<file path="src/verilog/bus_pkg.sv">
package bus_pkg;

    localparam int ADDR_W = 6;
    localparam int DATA_W = 32;

    localparam logic [ADDR_W-1:0] REG_CTRL   = 6'h00;
    localparam logic [ADDR_W-1:0] REG_PERIOD = 6'h04;
    localparam logic [ADDR_W-1:0] REG_SEED   = 6'h08;
    localparam logic [ADDR_W-1:0] REG_STATUS = 6'h0C;
    localparam logic [ADDR_W-1:0] REG_HEAD   = 6'h10;
    localparam logic [ADDR_W-1:0] REG_FOOD   = 6'h14;
    // last register in the map
    localparam logic [ADDR_W-1:0] REG_MOVES  = 6'h18;

    localparam logic [1:0] RESP_OKAY   = 2'b00;
    localparam logic [1:0] RESP_SLVERR = 2'b10;

endpackage

</file>
<file path="src/verilog/game_pkg.sv">
package game_pkg;

    localparam int GRID_COLS = 32;
    localparam int GRID_ROWS = 24;
    localparam int LEN_W = 4;

    typedef logic [4:0] col_t;
    typedef logic [4:0] row_t;
    typedef logic [11:0] rgb_t;

    // opposite headings differ only in bit 0
    typedef enum logic [1:0] {
        DIR_RIGHT = 2'd0,
        DIR_LEFT  = 2'd1,
        DIR_UP    = 2'd2,
        DIR_DOWN  = 2'd3
    } dir_t;

    typedef enum logic [1:0] {
        ST_IDLE = 2'd0,
        ST_PLAY = 2'd1,
        ST_OVER = 2'd2
    } game_state_t;

    localparam logic [LEN_W-1:0] START_LEN = 4'd5;
    localparam col_t START_COL = 5'd12;
    localparam row_t START_ROW = 5'd12;

    // 4 bits per channel, r g b
    localparam rgb_t RGB_SNAKE = 12'h0F0;
    localparam rgb_t RGB_FOOD  = 12'hF00;
    localparam rgb_t RGB_ARENA = 12'h000;
    localparam rgb_t RGB_WHITE = 12'hFFF;

endpackage

</file>
<file path="src/verilog/food_gen.sv">
module food_gen (
    input  logic           CLK,
    input  logic           RESET,
    input  logic [15:0]    seed,
    input  logic           start,
    input  logic           eaten,
    output game_pkg::col_t food_col,
    output game_pkg::row_t food_row
);
    import game_pkg::*;

    logic [15:0] lfsr;
    logic [15:0] seed_nz;

    // galois form, taps 16 14 13 11
    function automatic logic [15:0] lfsr_step(input logic [15:0] v);
        return {1'b0, v[15:1]} ^ (v[0] ? 16'hB400 : 16'h0000);
    endfunction

    // all-zero state would lock up
    assign seed_nz = (seed == 16'h0000) ? 16'h0001 : seed;

    always_ff @(posedge CLK) begin
        if (RESET) begin
            lfsr <= 16'h0001;
        end else if (start) begin
            lfsr <= lfsr_step(seed_nz);
        end else if (eaten) begin
            lfsr <= lfsr_step(lfsr);
        end
    end

    assign food_col = lfsr[4:0];
    assign food_row = (lfsr[9:5] >= 5'(GRID_ROWS)) ? lfsr[9:5] - 5'(GRID_ROWS)
                                                   : lfsr[9:5];

endmodule

</file>
<file path="src/verilog/game_ctrl.sv">
module game_ctrl (
    input  logic                  CLK,
    input  logic                  RESET,
    input  logic                  run,
    input  logic                  restart,
    input  logic [15:0]           step_period,
    input  logic                  btn_left,
    input  logic                  btn_right,
    input  logic                  btn_up,
    input  logic                  btn_down,
    input  game_pkg::col_t        head_col,
    input  game_pkg::row_t        head_row,
    output game_pkg::game_state_t state,
    output logic                  start,
    output logic                  advance,
    output game_pkg::col_t        next_col,
    output game_pkg::row_t        next_row
);
    import game_pkg::*;

    dir_t dir;
    dir_t want;
    logic [15:0] step_cnt;
    logic [5:0] nx;
    logic [5:0] ny;
    logic any_btn;
    logic step_due;
    logic wall;

    assign any_btn = btn_left | btn_right | btn_up | btn_down;

    always_comb begin
        if (btn_left) begin
            want = DIR_LEFT;
        end else if (btn_right) begin
            want = DIR_RIGHT;
        end else if (btn_up) begin
            want = DIR_UP;
        end else if (btn_down) begin
            want = DIR_DOWN;
        end else begin
            want = dir;
        end
    end

    always_comb begin
        nx = {1'b0, head_col};
        ny = {1'b0, head_row};
        case (dir)
            DIR_RIGHT: nx = nx + 6'd1;
            DIR_LEFT:  nx = nx - 6'd1;
            DIR_UP:    ny = ny - 6'd1;
            default:   ny = ny + 6'd1;
        endcase
    end

    // leaving row 0 or column 0 wraps to 63 and fails the same compare
    assign wall = (nx >= 6'(GRID_COLS)) || (ny >= 6'(GRID_ROWS));
    assign next_col = nx[4:0];
    assign next_row = ny[4:0];
    assign step_due = (state == ST_PLAY) && !start && (step_cnt >= step_period);
    assign advance = step_due && !wall;

    always_ff @(posedge CLK) begin
        if (RESET) begin
            state <= ST_IDLE;
            start <= 1'b0;
            dir <= DIR_RIGHT;
            step_cnt <= 16'd0;
        end else begin
            start <= 1'b0;
            step_cnt <= step_cnt + 16'd1;
            if (restart) begin
                state <= ST_IDLE;
            end else if (state == ST_IDLE && run && any_btn) begin
                state <= ST_PLAY;
                start <= 1'b1;
            end else if (step_due && wall) begin
                state <= ST_OVER;
            end
            if (start) begin
                dir <= DIR_RIGHT;
                step_cnt <= 16'd1;
            end else begin
                if (step_due) begin
                    step_cnt <= 16'd1;
                end
                // no u-turn onto the neck
                if (state == ST_PLAY && want != dir_t'(dir ^ 2'b01)) begin
                    dir <= want;
                end
            end
        end
    end

    // never in the entry cycle, never outside a game
    assert property (@(posedge CLK) disable iff (RESET)
        advance |-> state == ST_PLAY && $past(state) == ST_PLAY);

endmodule

</file>
<file path="src/verilog/pixel_shader.sv">
module pixel_shader #(
    parameter int MAX_LEN = 10,
    parameter int CELL_PX = 25
) (
    input  logic                  CLK,
    input  logic                  RESET,
    input  game_pkg::game_state_t state,
    input  logic [10:0]           px_x,
    input  logic [10:0]           px_y,
    input  logic                  active,
    input  logic                  hs,
    input  logic                  vs,
    input  game_pkg::col_t        seg_col [MAX_LEN],
    input  game_pkg::row_t        seg_row [MAX_LEN],
    input  logic [MAX_LEN-1:0]    seg_valid,
    input  game_pkg::col_t        food_col,
    input  game_pkg::row_t        food_row,
    output logic                  hsync,
    output logic                  vsync,
    output game_pkg::rgb_t        rgb
);
    import game_pkg::*;

    col_t cell_col;
    row_t cell_row;
    logic on_snake;
    logic on_food;
    logic on_border;
    rgb_t colour;

    assign cell_col = col_t'(px_x / 11'(CELL_PX));
    assign cell_row = row_t'(px_y / 11'(CELL_PX));

    always_comb begin
        on_snake = 1'b0;
        for (int i = 0; i < MAX_LEN; i++) begin
            if (seg_valid[i] && seg_col[i] == cell_col && seg_row[i] == cell_row) begin
                on_snake = 1'b1;
            end
        end
    end

    assign on_food = (cell_col == food_col) && (cell_row == food_row);
    assign on_border = (cell_col == 5'd0) || (cell_col == col_t'(GRID_COLS - 1))
                    || (cell_row == 5'd0) || (cell_row == row_t'(GRID_ROWS - 1));

    always_comb begin
        if (!active) begin
            colour = '0;
        end else if (state != ST_PLAY) begin
            colour = RGB_WHITE;
        end else if (on_snake) begin
            colour = RGB_SNAKE;
        end else if (on_food) begin
            colour = RGB_FOOD;
        end else if (on_border) begin
            colour = RGB_WHITE;
        end else begin
            colour = RGB_ARENA;
        end
    end

    // syncs ride along with the colour register
    always_ff @(posedge CLK) begin
        if (RESET) begin
            hsync <= 1'b0;
            vsync <= 1'b0;
            rgb <= '0;
        end else begin
            hsync <= hs;
            vsync <= vs;
            rgb <= colour;
        end
    end

endmodule

</file>
<file path="src/verilog/raster_scan.sv">
module raster_scan #(
    parameter int H_ACTIVE = 800,
    parameter int H_FRONT  = 40,
    parameter int H_SYNC   = 128,
    parameter int H_BACK   = 88,
    parameter int V_ACTIVE = 600,
    parameter int V_FRONT  = 1,
    parameter int V_SYNC   = 4,
    parameter int V_BACK   = 23
) (
    input  logic        CLK,
    input  logic        RESET,
    output logic [10:0] px_x,
    output logic [10:0] px_y,
    output logic        active,
    output logic        hs,
    output logic        vs
);
    localparam int H_TOTAL = H_ACTIVE + H_FRONT + H_SYNC + H_BACK;
    localparam int V_TOTAL = V_ACTIVE + V_FRONT + V_SYNC + V_BACK;
    localparam int HS_BEGIN = H_ACTIVE + H_FRONT;
    localparam int VS_BEGIN = V_ACTIVE + V_FRONT;

    always_ff @(posedge CLK) begin
        if (RESET) begin
            px_x <= 11'd0;
            px_y <= 11'd0;
        end else if (px_x == 11'(H_TOTAL - 1)) begin
            px_x <= 11'd0;
            px_y <= (px_y == 11'(V_TOTAL - 1)) ? 11'd0 : px_y + 11'd1;
        end else begin
            px_x <= px_x + 11'd1;
        end
    end

    assign active = (px_x < 11'(H_ACTIVE)) && (px_y < 11'(V_ACTIVE));

    // both syncs pulse low
    assign hs = !((px_x >= 11'(HS_BEGIN)) && (px_x < 11'(HS_BEGIN + H_SYNC)));
    assign vs = !((px_y >= 11'(VS_BEGIN)) && (px_y < 11'(VS_BEGIN + V_SYNC)));

endmodule

</file>
<file path="src/verilog/snake_body.sv">
module snake_body #(
    parameter int MAX_LEN = 10
) (
    input  logic                       CLK,
    input  logic                       RESET,
    input  logic                       start,
    input  logic                       advance,
    input  game_pkg::col_t             next_col,
    input  game_pkg::row_t             next_row,
    input  game_pkg::col_t             food_col,
    input  game_pkg::row_t             food_row,
    output game_pkg::col_t             head_col,
    output game_pkg::row_t             head_row,
    output game_pkg::col_t             seg_col [MAX_LEN],
    output game_pkg::row_t             seg_row [MAX_LEN],
    output logic [MAX_LEN-1:0]         seg_valid,
    output logic [game_pkg::LEN_W-1:0] length,
    output logic                       eaten,
    output logic [15:0]                moves
);
    import game_pkg::*;

    logic on_food;

    assign on_food = (next_col == food_col) && (next_row == food_row);
    assign head_col = seg_col[0];
    assign head_row = seg_row[0];

    always_comb begin
        for (int i = 0; i < MAX_LEN; i++) begin
            seg_valid[i] = i < int'(length);
        end
    end

    // tail segments keep shifting so growth just uncovers the next one
    always_ff @(posedge CLK) begin
        if (RESET || start) begin
            for (int i = 0; i < MAX_LEN; i++) begin
                seg_col[i] <= col_t'(int'(START_COL) - i);
                seg_row[i] <= START_ROW;
            end
        end else if (advance) begin
            seg_col[0] <= next_col;
            seg_row[0] <= next_row;
            for (int i = 1; i < MAX_LEN; i++) begin
                seg_col[i] <= seg_col[i-1];
                seg_row[i] <= seg_row[i-1];
            end
        end
    end

    always_ff @(posedge CLK) begin
        if (RESET || start) begin
            length <= START_LEN;
            moves <= 16'd0;
            eaten <= 1'b0;
        end else begin
            eaten <= advance && on_food;
            if (advance) begin
                moves <= moves + 16'd1;
            end
            if (advance && on_food && length < LEN_W'(MAX_LEN)) begin
                length <= length + 1'b1;
            end
        end
    end

endmodule

</file>
<file path="src/verilog/snake_regs.sv">
module snake_regs (
    input  logic                       CLK,
    input  logic                       RESET,
    input  logic [bus_pkg::ADDR_W-1:0] s_axi_awaddr,
    input  logic                       s_axi_awvalid,
    output logic                       s_axi_awready,
    input  logic [bus_pkg::DATA_W-1:0] s_axi_wdata,
    input  logic                       s_axi_wvalid,
    output logic                       s_axi_wready,
    output logic [1:0]                 s_axi_bresp,
    output logic                       s_axi_bvalid,
    input  logic                       s_axi_bready,
    input  logic [bus_pkg::ADDR_W-1:0] s_axi_araddr,
    input  logic                       s_axi_arvalid,
    output logic                       s_axi_arready,
    output logic [bus_pkg::DATA_W-1:0] s_axi_rdata,
    output logic [1:0]                 s_axi_rresp,
    output logic                       s_axi_rvalid,
    input  logic                       s_axi_rready,
    input  game_pkg::game_state_t      state,
    input  logic [game_pkg::LEN_W-1:0] length,
    input  game_pkg::col_t             head_col,
    input  game_pkg::row_t             head_row,
    input  game_pkg::col_t             food_col,
    input  game_pkg::row_t             food_row,
    input  logic [15:0]                moves,
    output logic                       run,
    output logic                       restart,
    output logic [15:0]                step_period,
    output logic [15:0]                seed
);
    import bus_pkg::*;

    logic idle;
    logic wr_fire;
    logic rd_fire;
    logic [DATA_W-1:0] rd_word;

    function automatic logic mapped(input logic [ADDR_W-1:0] addr);
        return (addr <= REG_MOVES) && (addr[1:0] == 2'b00);
    endfunction

    // nothing new is taken while a response is still pending
    assign idle = !s_axi_awready && !s_axi_arready && !s_axi_bvalid && !s_axi_rvalid;
    assign s_axi_wready = s_axi_awready;
    assign wr_fire = s_axi_awready && s_axi_awvalid && s_axi_wvalid;
    assign rd_fire = s_axi_arready && s_axi_arvalid;

    always_comb begin
        case (s_axi_araddr)
            REG_CTRL:   rd_word = DATA_W'(run);
            REG_PERIOD: rd_word = DATA_W'(step_period);
            REG_SEED:   rd_word = DATA_W'(seed);
            REG_STATUS: rd_word = DATA_W'({length, 6'b0, state});
            REG_HEAD:   rd_word = DATA_W'({head_row, 3'b0, head_col});
            REG_FOOD:   rd_word = DATA_W'({food_row, 3'b0, food_col});
            REG_MOVES:  rd_word = DATA_W'(moves);
            default:    rd_word = '0;
        endcase
    end

    always_ff @(posedge CLK) begin
        if (RESET) begin
            s_axi_awready <= 1'b0;
            s_axi_arready <= 1'b0;
            s_axi_bvalid <= 1'b0;
            s_axi_rvalid <= 1'b0;
            run <= 1'b0;
            restart <= 1'b0;
            step_period <= 16'h1000;
            seed <= 16'h0001;
        end else begin
            restart <= 1'b0;
            // writes win when both channels arrive together
            s_axi_awready <= idle && s_axi_awvalid && s_axi_wvalid;
            s_axi_arready <= idle && s_axi_arvalid && !(s_axi_awvalid && s_axi_wvalid);
            if (wr_fire) begin
                s_axi_bvalid <= 1'b1;
                case (s_axi_awaddr)
                    REG_CTRL: begin
                        run <= s_axi_wdata[0];
                        restart <= s_axi_wdata[1];
                    end
                    REG_PERIOD: step_period <= s_axi_wdata[15:0];
                    REG_SEED:   seed <= s_axi_wdata[15:0];
                    default:    ;
                endcase
            end else if (s_axi_bready) begin
                s_axi_bvalid <= 1'b0;
            end
            if (rd_fire) begin
                s_axi_rvalid <= 1'b1;
            end else if (s_axi_rready) begin
                s_axi_rvalid <= 1'b0;
            end
        end
    end

    always_ff @(posedge CLK) begin
        if (wr_fire) begin
            s_axi_bresp <= mapped(s_axi_awaddr) ? RESP_OKAY : RESP_SLVERR;
        end
        if (rd_fire) begin
            s_axi_rdata <= rd_word;
            s_axi_rresp <= mapped(s_axi_araddr) ? RESP_OKAY : RESP_SLVERR;
        end
    end

    assert property (@(posedge CLK) disable iff (RESET)
        s_axi_bvalid && !s_axi_bready |=> s_axi_bvalid);

endmodule

</file>
<file path="src/verilog/snake_top.sv">
module snake_top #(
    parameter int MAX_LEN  = 10,
    parameter int CELL_PX  = 25,
    parameter int H_ACTIVE = 800,
    parameter int H_FRONT  = 40,
    parameter int H_SYNC   = 128,
    parameter int H_BACK   = 88,
    parameter int V_ACTIVE = 600,
    parameter int V_FRONT  = 1,
    parameter int V_SYNC   = 4,
    parameter int V_BACK   = 23
) (
    input  logic                       CLK,
    input  logic                       RESET,
    input  logic [bus_pkg::ADDR_W-1:0] s_axi_awaddr,
    input  logic                       s_axi_awvalid,
    output logic                       s_axi_awready,
    input  logic [bus_pkg::DATA_W-1:0] s_axi_wdata,
    input  logic                       s_axi_wvalid,
    output logic                       s_axi_wready,
    output logic [1:0]                 s_axi_bresp,
    output logic                       s_axi_bvalid,
    input  logic                       s_axi_bready,
    input  logic [bus_pkg::ADDR_W-1:0] s_axi_araddr,
    input  logic                       s_axi_arvalid,
    output logic                       s_axi_arready,
    output logic [bus_pkg::DATA_W-1:0] s_axi_rdata,
    output logic [1:0]                 s_axi_rresp,
    output logic                       s_axi_rvalid,
    input  logic                       s_axi_rready,
    input  logic                       btn_left,
    input  logic                       btn_right,
    input  logic                       btn_up,
    input  logic                       btn_down,
    output logic                       hsync,
    output logic                       vsync,
    output game_pkg::rgb_t             rgb
);
    import game_pkg::*;

    logic run;
    logic restart;
    logic [15:0] step_period;
    logic [15:0] seed;
    game_state_t state;
    logic start;
    logic advance;
    col_t next_col;
    row_t next_row;
    col_t head_col;
    row_t head_row;
    col_t seg_col [MAX_LEN];
    row_t seg_row [MAX_LEN];
    logic [MAX_LEN-1:0] seg_valid;
    logic [LEN_W-1:0] length;
    logic eaten;
    logic [15:0] moves;
    col_t food_col;
    row_t food_row;
    logic [10:0] px_x;
    logic [10:0] px_y;
    logic active;
    logic hs;
    logic vs;

    // every port below matches a wire or top-level port by name
    snake_regs regs0 (.*);

    game_ctrl ctrl0 (.*);

    snake_body #(.MAX_LEN(MAX_LEN)) body0 (.*);

    food_gen food0 (.*);

    raster_scan #(
        .H_ACTIVE(H_ACTIVE),
        .H_FRONT (H_FRONT),
        .H_SYNC  (H_SYNC),
        .H_BACK  (H_BACK),
        .V_ACTIVE(V_ACTIVE),
        .V_FRONT (V_FRONT),
        .V_SYNC  (V_SYNC),
        .V_BACK  (V_BACK)
    ) scan0 (.*);

    pixel_shader #(
        .MAX_LEN(MAX_LEN),
        .CELL_PX(CELL_PX)
    ) shade0 (.*);

endmodule
</file>
<file path="config.mk">
export PLATFORM = sky130hd
export DESIGN_NAME = snake_top
export DESIGN_NICKNAME = d
export VERILOG_FILES = /design/src/verilog/bus_pkg.sv /design/src/verilog/game_pkg.sv /design/src/verilog/food_gen.sv /design/src/verilog/game_ctrl.sv /design/src/verilog/pixel_shader.sv /design/src/verilog/raster_scan.sv /design/src/verilog/snake_body.sv /design/src/verilog/snake_regs.sv /design/src/verilog/snake_top.sv
export SDC_FILE = /design/constraint.sdc
export NUM_CORES = 1
export LEC_CHECK = 0
export BUFFER_PORTS_ARGS = -buffer_cell sky130_fd_sc_hd__buf_2
export CORE_MARGIN = 2
export CORE_UTILIZATION = 37
export CTS_CLUSTER_SIZE = 24
export DETAILED_ROUTE_END_ITERATION = 6
export HOLD_SLACK_MARGIN = 0.05
export PLACE_DENSITY_LB_ADDON = 0.12
export SLEW_MARGIN = 20
export SYNTH_ARGS = -nofsm -noshare
export SYNTH_HDL_FRONTEND = slang
export SYNTH_SLANG_ARGS = --single-unit
</file>
<file path="constraint.sdc">
create_clock -name CLK -period 6.3 [get_ports CLK]
set_clock_uncertainty 0.1 [all_clocks]
set_input_delay 0.315 -clock CLK [delete_from_list [all_inputs] [get_ports CLK]]
set_output_delay 0.315 -clock CLK [all_outputs]
set_load 0.005 [all_outputs]
</file>
==> key figures, run 1 <==
Route
  – DRT Pass-1 Iters: 6
  – Residual antenna-violating net count after detailed routing: 0
  – Initial drt markers: 835
  – Routed WL: 40500 um
  – Vias per cell: 5.29
  – # DRC: 0
  – Via Count: 12700
  – WL per Instance: 16.9 um

Critical path
  – Worst path depth: 24
  – Bufs and invs on worst path: 3
  – Worst Setup End Kind: flip-flop
  – Worst reg2reg path depth: 24
  – Critical path arrival: 6.25 ns
  – CP Launch Type: flip-flop
  – CP max stage cell: o32a_1
  – CP Cell Sequence: buf_4, o211a_1, nor3_1, a31oi_1, a21oi_1, mux2i_1, o32a_1, a211oi_2, buf_4, nor2_8, xnor2_4, inv_1, ha_1, or2_2, a21oi_1, o22a_1, nor3_1, a311o_1, o21ai_0, a2111o_1, o2111ai_1, a2111oi_0, a2bb2o_2, a221oi_2
  – CP delay by family, top: compound AO/OA/AOI/OAI gates
  – CP max stage delay: 0.45 ns
  – Crit-path max FO: 8
  – Required time of the critical path: 6.67 ns
  – Setup CP Type: reg2reg

Global route
  – Number of global-route vias before repair: 12000
  – Grt ovf: 0
  – Initial antenna violation count: 0
  – First-pass GRT wire length: 64800 um
  – Gr usage total: 0.189
  – Largest net degree at the start of global routing: 80

Finish
  – Final nets: 1951
  – N_diodes: 0
  – Layout cells sized above 1: 0.128
  – Area grow syn2layout: 13.8%
  – Seq. cell area: 5010 um^2
  – Multi-input gate area: 9270 um^2
  – Filler cells: 4027

Hold path
  – Min-Delay Path Class: in2reg
  – WHS Path Cells: 2

Synth
  – Most frequent cell after synthesis: dfxtp_1
  – Post-Syn Area: 15100 um^2
  – Asr flop ratio synth: 0
  – Ys Warns: 0
  – Synthesized flop and latch total: 241
  – Yosys top cell by area: dfxtp_1
  – Dominant synthesized flop cell: dfxtp_1
  – Yosys cell types: 108
  – Post-synth top area share: 0.296
  – Syn Inst Count: 1784
  – Post-synth EDFFs: 18
  – Top cells by count, synth: dfxtp_1, nor2_1, nand2_1, mux2i_1, xnor2_1
  – Sequential area share after synthesis: 0.332
  – Syn_area_per_cell: 8.45 um^2
  – Top cells by area, synth: dfxtp_1, mux2i_1, xnor2_1

CTS
  – Clock Tree Buf Depth: 3
  – Clock slew at reported path FFs: 0.06 ns
  – Setup Fix Bufs, Post-CTS: 0
  – Worst-skew pair later-pin latency: 0.58 ns
  – TritonCTS buffer count: 29
  – CTS H-tree lvls: 1
  – Root Buffer: clkbuf_16
  – Clock Sinks: 241
  – TritonCTS clock tree: done

STA
  – Pins Over Slew Limit: 0
  – Min Tclk post-route: 5.88 ns
  – RSZ-0062 raised after global routing: no
  – Worst Max-Slew Pin Slew: 1.00 ns
  – Peak Freq: 170 MHz
  – PnR worst setup slack: 0.425 ns
  – Slew HR: 0.315
  – Endpoints failing setup: 0
  – Final setup TNS: 0 ns
  – Final hold violations: 0
  – Final period utilization: 0.933

Power and ir drop
  – Max VDD drop: 0.000175 V
  – Lkg Pwr: 6.43 nW
  – Power density of the placed cells: 190 nW/um^2

Die
  – Starting density of the core: 0.377
  – Die height: 206 um
  – Die area: 42400 um^2
  – Row count: 73
  – CORE AREA: 40000 um^2
  – I/O pin total: 110
  – Die Wd: 206 um

Job
  – Max cap viols: 0

Placed design
  – Hpwl dp: 29500 um
  – Input/output buffers: 75
  – Pre-CTS WS: 0.323 ns
  – Placer's final routability congestion estimate: 0.852

Outcome
  – Outcome: complete, no violations
[registers in the layout (all words and copies together), names as in the netlist, 2 cells and up]
register / flops
body0.moves: 16
ctrl0.step_cnt: 16
body0.seg_col: 45
body0.length: 4
scan0.px_y: 11
body0.seg_row: 45
regs0.step_period: 16
regs0.s_axi_rdata: 16
scan0.px_x: 11
shade0.rgb: 3
body0.head_col: 5
ctrl0.state: 2
ctrl0.dir: 2
food0.lfsr: 16
body0.head_row: 5
regs0.seed: 16
[stage by stage]
stage               power (mW)  cell area [um^2]   util  cells  hold slack (ns)
global route              3.39             17200  0.429   2402           0.0929
finish                    3.26             17200  0.429   2402           0.0892
CTS                       3.31             17100  0.429   2402           0.0694
detailed placement        1.70             16000  0.399   2319            0.354
floorplan                 1.66             15100      -   1801            0.305
global placement          1.70             16000  0.399   2319            0.346
[path summary, 6_finish.rpt]
path | startpoint | end | slack (ns)
setup / recovery | scan0.px_y[6] | shade0.rgb[10] | 0.42
hold / removal | s_axi_wvalid | regs0.s_axi_bresp[1] | 0.09
setup reg to reg | scan0.px_y[6] | shade0.rgb[10] | 0.42
hold reg to reg | scan0.px_x[0] | scan0.px_x[0] | 0.36
[per-layer routing]
metal,global-route usage,up-vias,wire length (um)
met5,0,-,0
li1,-,6412,-
met2,0.301,278,17900
met4,0.0474,0,777
met1,0.270,5983,20000
met3,0.0252,45,1800
[worst register-to-register path: cells and delay by family (launching register included)]
family | cells | cell delay, ns
AO/OA/AOI/OAI | 14 | 3.68
XOR/XNOR | 1 | 0.13
flip-flops | 1 | 0.43
buffers and inverters | 3 | 0.50
multiplexers | 1 | 0.26
AND/OR/NAND/NOR | 4 | 0.52
adder cells (fa/ha/maj) | 1 | 0.20
[cell families (layout without fill, tap and decap cells)]
| family | after synthesis | after routing | synth area share |
|---|---|---|---|
| AND/OR/NAND/NOR | 636 | 636 | 0.202 |
| other | 1 | 18 | 0.000249 |
| multiplexers | 140 | 140 | 0.0937 |
| adder cells (fa/ha/maj) | 41 | 41 | 0.0350 |
| AO/OA/AOI/OAI | 357 | 357 | 0.171 |
| XOR/XNOR | 174 | 174 | 0.104 |
| flip-flops | 241 | 241 | 0.332 |
| buffers and inverters | 194 | 270 | 0.0616 |
[power by group]
group	total (mW)	leakage, nW	switching [mW]	internal, mW
sequential	1.56	1.97	0.00728	1.55
combinational	0.123	4.03	0.0726	0.0500
clock	1.58	0.427	0.677	0.901
[what timing repair did]
action,in CTS,in global routing
hold endpoints to repair,41,0
gates resized for setup,0,8
setup endpoints to repair,0,3
hold buffers,30,0
[layout make-up]
type	instances	area share
sequential	241	0.292
multi-input combinational	1366	0.540
inverter	54	0.0118
tap	525	0.0383
clock buffer	39	0.0451
clock inverter	14	0.00634
timing repair buffer	163	0.0662
[placed cells by master (no fill, tap or decap), types with 13 or more instances in the layout]
master and instances:
a22oi_1 16, a222oi_1 13, conb_1 18, clkbuf_16 29, o21ai_0 51, xnor2_1 96
nand4_1 23, nor3_1 33, mux2i_1 134, o211ai_1 23, xor2_1 74, and2_1 14
nand3b_1 14, and3_1 15, dfxtp_1 217, dlygate4sd3_1 30, nor2b_1 16, buf_2 75
nand2b_1 17, nor4_1 19, ha_1 39, nand2_1 178, edfxtp_1 18, nor2_1 209
a21oi_1 80, buf_4 56, inv_1 51, a21o_1 19, nand3_1 38
No activity file was read; power rests on OpenSTA's default activity.
==> run 2: changes to the inputs <==
- ABC_CLOCK_PERIOD_IN_PS: not set -> 6000
- clock period: 6.3 -> 6 ns (I/O delays scaled with it)
==> key figures, run 2 (same netlist as run 1, synthesis figures left out) <==
CTS
  – Clock Tree Buf Depth: 3
  – Worst-skew pair later-pin latency: 0.59 ns
  – Root Buffer: clkbuf_16
  – Clock Sinks: 241
  – TritonCTS clock tree: done
  – TritonCTS buffer count: 29
  – Clock slew at reported path FFs: 0.06 ns
  – CTS H-tree lvls: 1

Die
  – Row count: 73
  – Die Wd: 206 um
  – CORE AREA: 40000 um^2
  – Die area: 42400 um^2
  – Starting density of the core: 0.377
  – I/O pin total: 110
  – Die height: 206 um

Placed design
  – Pre-CTS WS: 0.153 ns
  – Hpwl dp: 29500 um
  – Placed Instances: 2326
  – Input/output buffers: 75
  – Placer's final routability congestion estimate: 0.864

Critical path
  – Worst reg2reg path depth: 24
  – Required time of the critical path: 6.37 ns
  – Reg-to-Reg Start: scan0.px_y[5]
  – Worst Setup End Kind: flip-flop
  – Critical path arrival: 6.05 ns
  – CP Launch Type: flip-flop
  – Setup CP Type: reg2reg
  – RR Endpoint: shade0.rgb[10]
  – Crit-path max FO: 15
  – Flop2flop setup slack: 0.32 ns

Finish
  – Most frequent cells in the layout: dfxtp_1, nor2_1, nand2_1
  – Final nets: 1961
  – N_diodes: 0
  – Area grow syn2layout: 15.3%
  – Finished Layout Cells: 2411
  – Layout cells sized above 1: 0.139
  – Commonest non-fill, non-tap cell in the layout: dfxtp_1
  – Seq. cell area: 5020 um^2
  – Filler cells: 4035
  – Multi-input gate area: 9300 um^2
  – Largest regs: body0.seg_col: 45 flops, body0.seg_row: 45 flops

STA
  – Endpoints failing setup: 0
  – Final hold violations: 0
  – Min Tclk post-route: 5.68 ns
  – PnR worst setup slack: 0.321 ns
  – Worst Max-Slew Pin Slew: 1.07 ns
  – Peak Freq: 176 MHz
  – Slew HR: 0.281
  – Final period utilization: 0.946
  – Pins Over Slew Limit: 0

Power and ir drop
  – Flop pwr share: 0.453
  – Switch Pwr: 0.823 mW
  – Clk pwr share: 0.511
  – Lkg Pwr: 6.54 nW
  – Gate power share: 0.036
  – Switching part of the total: 0.228
  – Max VDD drop: 0.000189 V
  – Power density of the placed cells: 207 nW/um^2
  – Int Pwr: 2.78 mW

Route
  – # DRC: 1
  – Residual antenna-violating net count after detailed routing: 0
  – Vias per cell: 5.31
  – Via Count: 12800
  – Routed WL: 41000 um
  – DRT Pass-1 Iters: 7
  – Initial drt markers: 1039
  – WL per Instance: 17.0 um

Global route
  – First-pass GRT wire length: 65800 um
  – Largest net degree at the start of global routing: 62
  – Grt ovf: 0
  – Gr usage total: 0.193
  – Initial antenna violation count: 0
  – Number of global-route vias before repair: 12200

Hold path
  – Min-Delay Path Class: in2reg
  – Worst Hold Launch: s_axi_wvalid
  – WHS Path Cells: 2
  – WHS Endpoint: regs0.s_axi_bresp[1]

Outcome
  – Failing checks: DRC
  – Outcome: finished with violations

Job
  – Max cap viols: 0
run 2: per-layer routing:
metal  track usage  share of wire  vias to the layer above
li1              -              -                     6435
met1         0.273           0.50                     6080
met2         0.313           0.45                      240
met3        0.0211          0.039                       48
met4        0.0454          0.018                        0
met5             0              0                        -
run 2: final cells by class:
cell class | instances | area share
clock buffer | 34 | 0.0428
clock inverter | 18 | 0.0136
inverter | 54 | 0.0117
sequential | 241 | 0.289
multi-input combinational | 1366 | 0.535
tap | 525 | 0.0378
timing repair buffer | 173 | 0.0708
run 2: power groups by stage:
stage	Clock, mW	Combinational (mW)	Sequential, mW
after floorplan	0	0.0778	1.67
after global placement	0	0.113	1.67
after detailed placement	0	0.114	1.67
after CTS	1.89	0.131	1.63
after global routing	1.96	0.145	1.64
final	1.84	0.130	1.63
run 2: critical path, stage by stage, from the launching register on:
cell,delay [ns]
dfxtp_2,0.39
buf_4,0.21
nor3_1,0.38
a211o_1,0.19
a22o_1,0.17
a21bo_1,0.21
and2_1,0.18
o32a_1,0.21
a211oi_2,0.23
buf_4,0.17
nor2_8,0.04
xnor2_4,0.12
inv_1,0.10
ha_1,0.20
or2_2,0.27
a21oi_1,0.19
o22a_1,0.17
nor3_1,0.06
a311o_1,0.42
o21ai_1,0.18
a2111o_1,0.19
o2111ai_1,0.17
a2111oi_2,0.37
a2bb2o_2,0.36
a221oi_2,0.29
run 2: how the worst max path moves through the flow:
| stage | from | slack, ns | to | cells after the start |
|---|---|---|---|---|
| floorplan | scan0.px_y[5] | 0.56 | shade0.rgb[10] | 25 |
| global route | scan0.px_x[7] | -0.04 | shade0.rgb[10] | 17 |
| detailed placement | scan0.px_y[5] | 0.15 | shade0.rgb[10] | 24 |
| CTS | scan0.px_y[5] | 0.12 | shade0.rgb[10] | 24 |
| finish | scan0.px_y[5] | 0.32 | shade0.rgb[10] | 24 |
| global placement | scan0.px_y[5] | 0.23 | shade0.rgb[10] | 24 |
run 2: per-stage QoR:
stage,setup TNS (ns),hold WS [ns],instance area (um^2),total power [mW],utilization
final,0,0.0805,17400,3.61,0.435
after global routing,-0.0548,0.0764,17400,3.74,0.435
after CTS,0,0.0546,17300,3.66,0.434
after detailed placement,0,0.358,16000,1.78,0.401
after global placement,0,0.345,16000,1.78,0.401
after floorplan,0,0.305,15100,1.75,-
run 2: timing repair:
item | CTS | global route
hold buffers | 33 | 0
buffers inserted | 0 | 0
hold endpoints to repair | 43 | 0
gates resized for setup | 0 | 21
endpoints found under the setup margin | 0 | 3
==> run 3: changes to the inputs <==
- ABC_CLOCK_PERIOD_IN_PS: 6000 -> 4800
- clock period: 6 -> 4.8 ns (I/O delays scaled with it)
==> key figures, run 3 (same netlist as run 1, synthesis figures left out) <==
STA
  – PnR worst setup slack: -0.553 ns
  – Final period utilization: 1.12
  – Peak Freq: 187 MHz
  – Worst hold slack: 0.156 ns
  – Slew HR: 0.304
  – Final hold violations: 0
  – Min Tclk post-route: 5.35 ns
  – RSZ-0062 raised after global routing: yes
  – Worst Max-Slew Pin Slew: 1.04 ns
  – Endpoints failing setup: 3
  – Pins Over Slew Limit: 0

Route
  – Via Count: 13500
  – Routed WL: 44500 um
  – Vias per cell: 5.20
  – Initial drt markers: 812
  – Residual antenna-violating net count after detailed routing: 0
  – DRT Pass-1 Iters: 7
  – WL per Instance: 17.1 um
  – # DRC: 0

Global route
  – Grt ovf: 0
  – Initial antenna violation count: 0
  – Gr usage total: 0.210
  – First-pass GRT wire length: 71900 um
  – Number of global-route vias before repair: 13200
  – Largest net degree at the start of global routing: 55

Critical path
  – Crit-path max FO: 5
  – Required time of the critical path: 5.18 ns
  – Setup CP Type: reg2reg
  – Critical path arrival: 5.74 ns
  – CP Launch Type: flip-flop
  – Worst Setup End Kind: flip-flop

Finish
  – Most frequent cells in the layout: buf_4, dfxtp_1, nor2_1
  – Post-route cell area: 19300 um^2
  – N_diodes: 0
  – Final nets: 2148
  – Layout cells sized above 1: 0.235
  – Area grow syn2layout: 27.9%
  – Largest regs: body0.seg_col: 45 flops, body0.seg_row: 45 flops
  – Filler cells: 3916
  – Commonest non-fill, non-tap cell in the layout: buf_4

CTS
  – Clock slew at reported path FFs: 0.06 ns
  – TritonCTS buffer count: 30
  – Worst-skew pair later-pin latency: 0.57 ns
  – TritonCTS clock tree: done
  – Clock Sinks: 241
  – CTS H-tree lvls: 1
  – Root Buffer: clkbuf_16
  – Clock Tree Buf Depth: 3

Placed design
  – Placer's final routability congestion estimate: 0.825
  – Input/output buffers: 75
  – Placed standard-cell area: 17300 um^2
  – Hpwl dp: 32600 um

Power and ir drop
  – Total power: 4.60 mW
  – Power density of the placed cells: 239 nW/um^2
  – Lkg Pwr: 7.66 nW
  – Max VDD drop: 0.000256 V

Die
  – CORE AREA: 40000 um^2
  – Die height: 206 um
  – Die Wd: 206 um
  – Die area: 42400 um^2
  – Starting density of the core: 0.377
  – Row count: 73
  – I/O pin total: 110

Outcome
  – Outcome: finished with violations
  – Failing checks: setup timing

Job
  – Max cap viols: 0

Hold path
  – Min-Delay Path Class: in2reg
==> run 3: cell types whose count changed in the layout (fill, tap and decap cells not counted), sizes merged <==
cell	previous run	this run
bufinv	5	1
clkbuf	34	48
dlygate4sd3	33	38
buf	140	321
clkinv	10	7
clkinvlp	3	0
==> run 3: final timing paths <==
path / slack [ns] / to / start / cells past startpoint
setup / recovery: -0.55 / shade0.rgb[10] / scan0.px_y[8] / 26
hold / removal: 0.16 / regs0.run / s_axi_awaddr[4] / 5
setup reg to reg: -0.55 / shade0.rgb[10] / scan0.px_y[8] / 26
hold reg to reg: 0.35 / ctrl0.start / regs0.restart / 1
==> run 3: per-stage QoR <==
stage	util	cells	setup TNS, ns	setup WS (ns)
2_1_floorplan	-	1801	-0.862	-0.327
4_1_cts	0.477	2593	-1.06	-0.372
3_3_place_gp	0.433	2480	-1.47	-0.507
3_5_place_dp	0.433	2480	-1.81	-0.637
5_1_grt	0.482	2601	-2.23	-0.802
6_report	0.482	2601	-1.54	-0.553
==> run 3: power breakdown <==
part           internal, mW  total [mW]  switching (mW)
clock network          1.46        2.39           0.927
registers              2.03        2.04          0.0109
logic                0.0745       0.171          0.0966
==> run 3: layout make-up <==
class                      count  area [um^2]  area share
sequential                   241         5030       0.261
clock buffer                  48          992      0.0514
multi-input combinational   1366         9570       0.496
clock inverter                 8         76.3     0.00396
timing repair buffer         359         2760       0.143
inverter                      54          203      0.0105
tap                          525          657      0.0341
==> run 3: critical path, cell delays in order, from the launching register on <==
cell       delay (ns)
dfxtp_4          0.40
buf_6            0.12
buf_6            0.09
or3b_1           0.33
o211ai_1         0.12
a32oi_2          0.11
mux2i_2          0.23
a211oi_2         0.05
o32a_1           0.40
a211oi_4         0.38
nor2_8           0.06
xnor2_4          0.15
inv_2            0.09
ha_4             0.21
and3_4           0.18
a211oi_2         0.14
mux2i_1          0.12
buf_4            0.16
nor4_4           0.23
buf_4            0.18
buf_6            0.10
or3_4            0.10
a2111o_1         0.16
o2111ai_2        0.14
a2111oi_4        0.38
a2bb2o_4         0.27
a221oi_2         0.26
==> run 3: timing repair <==
action	CTS	global route
endpoints found under the setup margin	3	3
hold buffers	38	0
pin swaps	19	21
gates resized for setup	53	29
hold endpoints to repair	50	0
buffers inserted	19	8
==> run 3: per-layer routing <==
| metal | global-route usage | wire (um) | part of all wire | vias up |
|---|---|---|---|---|
| li1 | - | - | - | 6808 |
| met1 | 0.291 | 21600 | 0.48 | 6418 |
| met2 | 0.354 | 20500 | 0.46 | 252 |
| met3 | 0.0225 | 1600 | 0.036 | 55 |
| met4 | 0.0431 | 842 | 0.019 | 0 |
| met5 | 0 | 0 | 0 | - |
